[src/common/fma_acc_pkg.sv]
`default_nettype none

package fma_acc_pkg;

  // operation seen by the FMA core
  typedef enum logic [1:0] {
    OP_NONE  = 2'd0,
    OP_FMADD = 2'd1
  } operation_e;

  // input FIR field sizes
  localparam int TE_BITS   = 6;
  localparam int MANT_SIZE = 8;

  // exact product of two FIRs
  localparam int MANT_MUL_RESULT_SIZE = 2 * MANT_SIZE;
  localparam int PROD_TE_BITS         = TE_BITS + 1;

  // output FIR: one extra exponent bit, same mantissa width
  localparam int FIR_OUT_TE_BITS = TE_BITS + 1;
  localparam int FIR_OUT_SIZE    = 1 + FIR_OUT_TE_BITS + MANT_SIZE;

  typedef logic signed [TE_BITS-1:0]              exp_t;
  typedef logic [MANT_SIZE-1:0]                   mant_t;
  typedef logic signed [PROD_TE_BITS-1:0]         prod_exp_t;
  typedef logic [MANT_MUL_RESULT_SIZE-1:0]        prod_mant_t;
  typedef logic [FIR_OUT_SIZE-1:0]                fir_out_t;

  // value = mant * 2^(total_exponent - (MANT_SIZE - 1)), one integer bit
  // a zero mantissa is the value zero
  typedef struct packed {
    logic  sign;
    exp_t  total_exponent;
    mant_t mant;
  } fir_t;

  // product format, binary point after the top two mantissa bits
  typedef struct packed {
    logic       sign;
    prod_exp_t  total_exponent;
    prod_mant_t mant;
  } prod_fir_t;

endpackage

`default_nettype wire

[src/hdl/core_fma_accumulator.sv]
`timescale 1ns/1ps
`default_nettype none

module core_fma_accumulator #(
  parameter int FX_M = 16,
  parameter int FX_B = 48
) (
  input  logic                   clk_i,
  input  logic                   rst_i,
  input  fma_acc_pkg::operation_e op_i,
  input  fma_acc_pkg::prod_fir_t  fir1_i,
  input  fma_acc_pkg::fir_t       fir2_i,
  output logic                   valid_o,
  output fma_acc_pkg::fir_out_t   fir_o,
  output logic [FX_B-1:0]        fixed_o
);

  fma_acc_pkg::operation_e op_st1;
  logic                    is_fmadd;
  logic                    start;
  logic [FX_B-1:0]         fir1_fixed;
  logic [FX_B-1:0]         fir2_fixed;
  logic [FX_B-1:0]         acc;

  // previous op, run edges come from comparing against it
  always_ff @(posedge clk_i) begin
    if (rst_i) begin
      op_st1 <= fma_acc_pkg::OP_NONE;
    end else begin
      op_st1 <= op_i;
    end
  end

  assign is_fmadd = (op_i == fma_acc_pkg::OP_FMADD);
  assign start    = is_fmadd && (op_st1 != fma_acc_pkg::OP_FMADD);
  assign valid_o  = !is_fmadd && (op_st1 == fma_acc_pkg::OP_FMADD);

  fir_to_fixed #(
    .FIR_TE_SIZE   (fma_acc_pkg::PROD_TE_BITS),
    .FIR_FRAC_SIZE (fma_acc_pkg::MANT_MUL_RESULT_SIZE),
    .FX_M          (FX_M),
    .FX_B          (FX_B)
  ) fir_to_fixed_prod_i (
    .fir_i   (fir1_i),
    .fixed_o (fir1_fixed)
  );

  fir_to_fixed #(
    .FIR_TE_SIZE   (fma_acc_pkg::TE_BITS),
    .FIR_FRAC_SIZE (fma_acc_pkg::MANT_SIZE),
    .FX_M          (FX_M),
    .FX_B          (FX_B)
  ) fir_to_fixed_addend_i (
    .fir_i   (fir2_i),
    .fixed_o (fir2_fixed)
  );

  fixed_accumulator #(
    .FIXED_SIZE (FX_B)
  ) fixed_accumulator_i (
    .clk_i        (clk_i),
    .rst_i        (rst_i),
    .start_i      (start),
    .add_i        (is_fmadd),
    .init_value_i (fir2_fixed),
    .fixed_i      (fir1_fixed),
    .fixed_o      (acc)
  );

  fixed_to_fir #(
    .FX_M (FX_M),
    .FX_B (FX_B)
  ) fixed_to_fir_i (
    .fixed_i (acc),
    .fir_o   (fir_o)
  );

  // raw sum stays visible until the next run loads
  assign fixed_o = acc;

  // a run cannot close and open in the same cycle
  assert property (@(posedge clk_i) disable iff (rst_i) !(valid_o && start))
    else $error("core_fma_accumulator: valid and start together");

endmodule

`default_nettype wire

[src/hdl/fir_multiplier.sv]
`timescale 1ns/1ps
`default_nettype none

module fir_multiplier (
  input  fma_acc_pkg::fir_t      a_i,
  input  fma_acc_pkg::fir_t      b_i,
  output fma_acc_pkg::prod_fir_t prod_o
);

  logic                           prod_zero;
  logic                           prod_sign;
  fma_acc_pkg::prod_exp_t         a_exp_ext;
  fma_acc_pkg::prod_exp_t         b_exp_ext;
  fma_acc_pkg::prod_exp_t         prod_exp;
  fma_acc_pkg::prod_mant_t        prod_mant;

  // either operand zero makes the whole product zero
  assign prod_zero = (a_i.mant == '0) || (b_i.mant == '0);

  assign prod_sign = a_i.sign ^ b_i.sign;

  // sign extend before the add so the sum cannot overflow
  assign a_exp_ext = {a_i.total_exponent[fma_acc_pkg::TE_BITS-1], a_i.total_exponent};
  assign b_exp_ext = {b_i.total_exponent[fma_acc_pkg::TE_BITS-1], b_i.total_exponent};
  assign prod_exp  = a_exp_ext + b_exp_ext;

  // 1.x times 1.x lands in [1, 4) at full width
  always_comb begin
    prod_mant = fma_acc_pkg::prod_mant_t'(a_i.mant) * fma_acc_pkg::prod_mant_t'(b_i.mant);
  end

  // clean zero so downstream never sees a signed zero
  always_comb begin
    if (prod_zero) begin
      prod_o.sign           = 1'b0;
      prod_o.total_exponent = '0;
      prod_o.mant           = '0;
    end else begin
      prod_o.sign           = prod_sign;
      prod_o.total_exponent = prod_exp;
      prod_o.mant           = prod_mant;
    end
  end

endmodule

`default_nettype wire

[src/hdl/fir_to_fixed.sv]
`timescale 1ns/1ps
`default_nettype none

module fir_to_fixed #(
  parameter int FIR_TE_SIZE   = fma_acc_pkg::TE_BITS,
  parameter int FIR_FRAC_SIZE = fma_acc_pkg::MANT_SIZE,
  parameter int FX_M          = 16,
  parameter int FX_B          = 48
) (
  input  logic [1+FIR_TE_SIZE+FIR_FRAC_SIZE-1:0] fir_i,
  output logic [FX_B-1:0]                        fixed_o
);

  // product mantissas carry two integer bits, plain FIRs one
  localparam int MANT_INT_BITS =
    (FIR_FRAC_SIZE == fma_acc_pkg::MANT_MUL_RESULT_SIZE) ? 2 : 1;
  // left shift that puts a zero exponent on the fixed binary point
  localparam int POINT_SHIFT = (FX_B - FX_M) - (FIR_FRAC_SIZE - MANT_INT_BITS);

  logic                          sign;
  logic signed [FIR_TE_SIZE-1:0] te;
  logic [FIR_FRAC_SIZE-1:0]      mant;
  logic [FX_B-1:0]               mant_ext;
  logic [FX_B-1:0]               magnitude;
  int                            shift_amt;

  assign {sign, te, mant} = fir_i;

  assign mant_ext  = FX_B'(mant);
  assign shift_amt = int'(te) + POINT_SHIFT;

  // bits shifted out below the LSB are dropped
  always_comb begin
    if (shift_amt >= 0) begin
      magnitude = mant_ext << shift_amt;
    end else begin
      magnitude = mant_ext >> (-shift_amt);
    end
  end

  // negate after truncation, so rounding is toward zero
  assign fixed_o = sign ? -magnitude : magnitude;

  // decoded operands arrive normalized
  always_comb begin
    assert final ((mant == '0) || (mant[FIR_FRAC_SIZE-1 -: MANT_INT_BITS] != '0))
      else $error("fir_to_fixed: mantissa %h is not normalized", mant);
  end

endmodule

`default_nettype wire

[src/hdl/fixed_accumulator.sv]
`timescale 1ns/1ps
`default_nettype none

module fixed_accumulator #(
  parameter int FIXED_SIZE = 48
) (
  input  logic                  clk_i,
  input  logic                  rst_i,
  input  logic                  start_i,
  input  logic                  add_i,
  input  logic [FIXED_SIZE-1:0] init_value_i,
  input  logic [FIXED_SIZE-1:0] fixed_i,
  output logic [FIXED_SIZE-1:0] fixed_o
);

  logic [FIXED_SIZE-1:0] acc_q;

  // first term seeds from the addend, later terms add on
  // overflow wraps, there is no saturation
  always_ff @(posedge clk_i) begin
    if (rst_i) begin
      acc_q <= '0;
    end else if (start_i) begin
      acc_q <= init_value_i + fixed_i;
    end else if (add_i) begin
      acc_q <= acc_q + fixed_i;
    end
  end

  assign fixed_o = acc_q;

  // a run always begins inside an FMADD cycle
  assert property (@(posedge clk_i) disable iff (rst_i) start_i |-> add_i)
    else $error("fixed_accumulator: start without add");

endmodule

`default_nettype wire

[src/hdl/fixed_to_fir.sv]
`timescale 1ns/1ps
`default_nettype none

module fixed_to_fir #(
  parameter int FX_M = 16,
  parameter int FX_B = 48
) (
  input  logic [FX_B-1:0]       fixed_i,
  output fma_acc_pkg::fir_out_t fir_o
);

  localparam int POS_W = $clog2(FX_B);

  logic                                            sign;
  logic                                            is_zero;
  logic [FX_B-1:0]                                 magnitude;
  logic [FX_B-1:0]                                 normalized;
  logic [POS_W-1:0]                                lead_pos;
  int                                              exp_val;
  logic signed [fma_acc_pkg::FIR_OUT_TE_BITS-1:0] te;
  fma_acc_pkg::mant_t                              mant;

  assign sign      = fixed_i[FX_B-1];
  assign magnitude = sign ? -fixed_i : fixed_i;
  assign is_zero   = (fixed_i == '0);

  // priority search, the highest set bit wins
  always_comb begin
    lead_pos = '0;
    for (int i = 0; i < FX_B; i++) begin
      if (magnitude[i]) begin
        lead_pos = POS_W'(i);
      end
    end
  end

  // move the leading one to the top, zeros fill in below
  assign normalized = magnitude << (FX_B - 1 - int'(lead_pos));
  assign mant       = normalized[FX_B-1 -: fma_acc_pkg::MANT_SIZE];

  // exponent relative to the fixed binary point
  assign exp_val = int'(lead_pos) - (FX_B - FX_M);
  assign te      = fma_acc_pkg::FIR_OUT_TE_BITS'(exp_val);

  always_comb begin
    if (is_zero) begin
      fir_o = '0;
    end else begin
      fir_o = {sign, te, mant};
    end
  end

  // the search and the shift have to agree on the leading one
  always_comb begin
    assert final ((fir_o[fma_acc_pkg::MANT_SIZE-1:0] == '0) ||
                  fir_o[fma_acc_pkg::MANT_SIZE-1])
      else $error("fixed_to_fir: output mantissa %h lost its leading one",
                  fir_o[fma_acc_pkg::MANT_SIZE-1:0]);
  end

endmodule

`default_nettype wire

[src/hdl/fma_acc_top.sv]
`timescale 1ns/1ps
`default_nettype none

module fma_acc_top #(
  parameter int FX_M = 16,
  parameter int FX_B = 48
) (
  input  logic                    clk_i,
  input  logic                    rst_i,
  input  fma_acc_pkg::operation_e op_i,
  input  fma_acc_pkg::fir_t       a_i,
  input  fma_acc_pkg::fir_t       b_i,
  input  fma_acc_pkg::fir_t       c_i,
  output logic                    valid_o,
  output fma_acc_pkg::fir_out_t   fir_o,
  output logic [FX_B-1:0]         fixed_o
);

  fma_acc_pkg::prod_fir_t prod;

  // exact a*b, no clock
  fir_multiplier fir_multiplier_i (
    .a_i    (a_i),
    .b_i    (b_i),
    .prod_o (prod)
  );

  core_fma_accumulator #(
    .FX_M (FX_M),
    .FX_B (FX_B)
  ) core_fma_accumulator_i (
    .clk_i   (clk_i),
    .rst_i   (rst_i),
    .op_i    (op_i),
    .fir1_i  (prod),
    .fir2_i  (c_i),
    .valid_o (valid_o),
    .fir_o   (fir_o),
    .fixed_o (fixed_o)
  );

endmodule

`default_nettype wire

[config.mk]
export PLATFORM = sky130hd
export DESIGN_NAME = fma_acc_top
export DESIGN_NICKNAME = d
export VERILOG_FILES = /design/src/common/fma_acc_pkg.sv /design/src/hdl/core_fma_accumulator.sv /design/src/hdl/fir_multiplier.sv /design/src/hdl/fir_to_fixed.sv /design/src/hdl/fixed_accumulator.sv /design/src/hdl/fixed_to_fir.sv /design/src/hdl/fma_acc_top.sv
export SDC_FILE = /design/constraint.sdc
export NUM_CORES = 1
export LEC_CHECK = 0
export BUFFER_PORTS_ARGS = -buffer_cell sky130_fd_sc_hd__buf_2
export CORE_MARGIN = 8
export CORE_UTILIZATION = 30
export DETAILED_ROUTE_END_ITERATION = 10
export GPL_ROUTABILITY_DRIVEN = 0
export SLEW_MARGIN = 25
export SYNTH_ARGS = -nofsm -noshare
export SYNTH_HDL_FRONTEND = slang
export SYNTH_SLANG_ARGS = --single-unit
[constraint.sdc]
create_clock -name clk_i -period 15.8 [get_ports clk_i]
set_clock_uncertainty 0.1 [all_clocks]
set_input_delay 2.37 -clock clk_i [delete_from_list [all_inputs] [get_ports clk_i]]
set_output_delay 2.37 -clock clk_i [all_outputs]
set_load 0.01 [all_outputs]
==> results.cfg <==
[pwr]
p_int_w = 0.00184
power_switching_w = 0.00304
share_seq_of_total_power_pct = 5.3
ir_drop_v = 0.000200
p_sw_share_pct = 62.3
p_leak_nw = 8.63
comb_power_share_pct = 92.2
p_total_w = 0.00488
cellPowerDensity_nw_per_um2 = 231
pwr-share-clk_pct = 2.4

[synthesis]
synth.distinct_cells = 108
synth_ff_type = dfxtp_1
synth_edf_count = 0
synth_cells = 2972
yosys_register_bits = 50
async_flop_share_pct = 0
syn_nets = 3177
synth.avg_cell_area_sq_um = 6.68
seq_area_frac_synth_pct = 5.04
netlist_area_sq_um = 19900
yosys_warnings = 0

[setup_path]
crit_path_start_kind = input port
path_class = input port to register
critical_path_arrival_ns = 13.66
cpMostUsedCell = nor3_1
cp_slowest_stage_delay_ns = 0.83
crit_fanout = 27
endpoint_kind = register
reg2regPathDepth = 20
r2r_setup_slack_ns = 9.60
required_ns = 15.88
critPathSlowestCell = nor3_1

[floorplan]
num_rows = 94
initial_core_util_pct = 30.3
coreArea_sq_um = 65600
die_x_um = 273
die_area_sq_um = 74700
die_h_um = 273
ios = 114

[timing]
grt_setup_unrepaired = false
slew_headroom_pct = 27.1
tns_ns = 0
slew_viol_final = 0
report.final.setup_viol = 0
final-hold-violation-count = 0
min_period_ns = 13.57
max_slew.worst_pin.slew_ns = 1.08
fmax_mhz = 73.7
fin_crit_sh_pct = 85.9

[global_routing]
grt_pass1_vias = 20700
globalRouteTotalUtil_pct = 19.2
grt.overflow.total = 0
antenna_found_initial = 0
grt_pass1_wl_um = 119000
grt_start_max_net_pins = 96

[cells_and_area]
drive_above_1_share_pct = 9.44
areaGrowthSynthToFinish_pct = 6.24
layout_common_cells = nand2_1, nor2_1, o21ai_0
fillers = 7235
multiInputGateArea_sq_um = 17700
final_common_cell = nand2_1
finalNetCount = 3116
diodes = 0
instances_no_fill = 3776
seq_area_sq_um = 1000

[cts]
cts_buffer_depth = 2
cts_buffers = 5
cts_sinks = 50
cts_max_level = 2
holdBufCountCts = 0
insertion_delay_ns = 0.31
cts_resized = 0
cts_tree = done
postCtsSetupBuffers = 0
clock-root-buffer = clkbuf_16
clk_pin_slew_ns = 0.08

[placement]
hpwl_um = 60300
dp_cells = 3767
io_buffers = 113

[drt]
drt-initial-drc-count = 2916
wl_um = 76300
detail_route.wl_per_cell_um = 20.2
vias = 23000
vias_per_cell = 6.09
ant_nets = 0
drc = 0
firstDrtPassIters = 8

[hold_path]
worstHoldPathCells = 2
hold_path_class = register to register

[run]
cap_violations = 0

[run_status]
status = complete, no violations
-- critical path: cells and delay by family --
kind	cells	cell delay [ns]
buf+inv	3	0.63
xor+xnor	1	0.16
fa+ha+maj	5	1.81
compound gates	15	5.00
simple gates	15	3.65
-- layout make-up --
class / instances / share of cell area (%)
inverters: 95 / 1.69
flip-flops and latches: 50 / 4.75
clock inverters: 2 / 0.0771
well taps: 864 / 5.12
clock buffers: 6 / 0.658
repair buffers: 150 / 3.99
multi-input cells: 2609 / 83.7
-- logic make-up after synthesis --
kind of cell    synth area share [%]
fa+ha+maj                       11.3
simple gates                    29.3
xor+xnor                        8.85
mux                             5.61
buf+inv                         6.22
flops                           5.04
compound gates                  33.7
-- path summary, 6_finish.rpt --
path / start / end
min reg2reg: register / register
min: register / register
max reg2reg: core_fma_accumulator_i.op_st1[1]$_SDFF_PP0_ / register
max: a_i[8] / register
-- registers in the layout (all words and copies together) (netlist names) --
signal / count
core_fma_accumulator_i.op_st1: 2
core_fma_accumulator_i.fixed_accumulator_i.fixed_o: 48
-- routing by layer --
metal / vias to the layer above / global-route usage (%) / wire (um)
li1: 11000 / - / -
met1: 10700 / 26.5 / 33700
met2: 1097 / 30.6 / 34100
met3: 158 / 1.87 / 5500
met4: 0 / 7.36 / 3030
met5: - / 0 / 0
-- through the flow --
step	area (sq um)	util (%)	worst slack, ns	hold slack, ns
after floorplan	19900	-	3.39	0.412
after global placement	20900	31.9	2.38	0.471
after detailed placement	20900	31.9	2.19	0.477
after CTS	21100	32.1	2.45	0.486
after global routing	21100	32.1	1.18	0.503
final	21100	32.1	2.23	0.490
-- Yosys cell counts, types with 12 or more instances --
master    instances  share of area [%]
o21ai_0         205                5.2
o21a_1           29                1.1
mux2i_1          54                2.7
mux2_2           25                1.4
nand4_1          52                1.6
xor2_1           88                3.9
nor2b_1          24               0.76
nor4b_1          12               0.53
and2_1           55                1.7
inv_1            90                1.7
a31oi_1          52                1.6
a22oi_1          27                1.0
xnor2_1         110                4.9
or3_1            38                1.2
nor2_1          235                4.4
a221oi_1         13               0.57
a211o_1          19               0.84
buf_1            16               0.30
nand3_1         113                2.8
a211oi_1         48                1.8
o41ai_1          13               0.57
nor3b_1          13               0.49
o22ai_1          41                1.3
a21oi_1         199                5.0
fa_1             38                3.8
or2_2            22               0.69
nor4_1           43                1.4
nand2_1         378                7.1
o31ai_1          44                1.7
a32oi_1          15               0.66
o211ai_1         40                1.5
nand2b_1         31               0.98
nor3_1           76                1.9
a21o_1           54                2.0
dfxtp_1          50                5.0
and3_1           25               0.79
clkbuf_1        175                3.3
buf_2            21               0.53
ha_1            118                7.4
mux4_2           12                1.4
-- power by group through the flow --
stage	Clock, W	Combinational [W]	Sequential (W)
2_1_floorplan	0	0.00334	0.000198
3_3_place_gp	0	0.00438	0.000260
3_5_place_dp	0	0.00437	0.000262
4_1_cts	0.000120	0.00439	0.000258
5_1_grt	0.000125	0.00486	0.000268
6_report	0.000118	0.00450	0.000260
(Power assumes the default switching activity.)
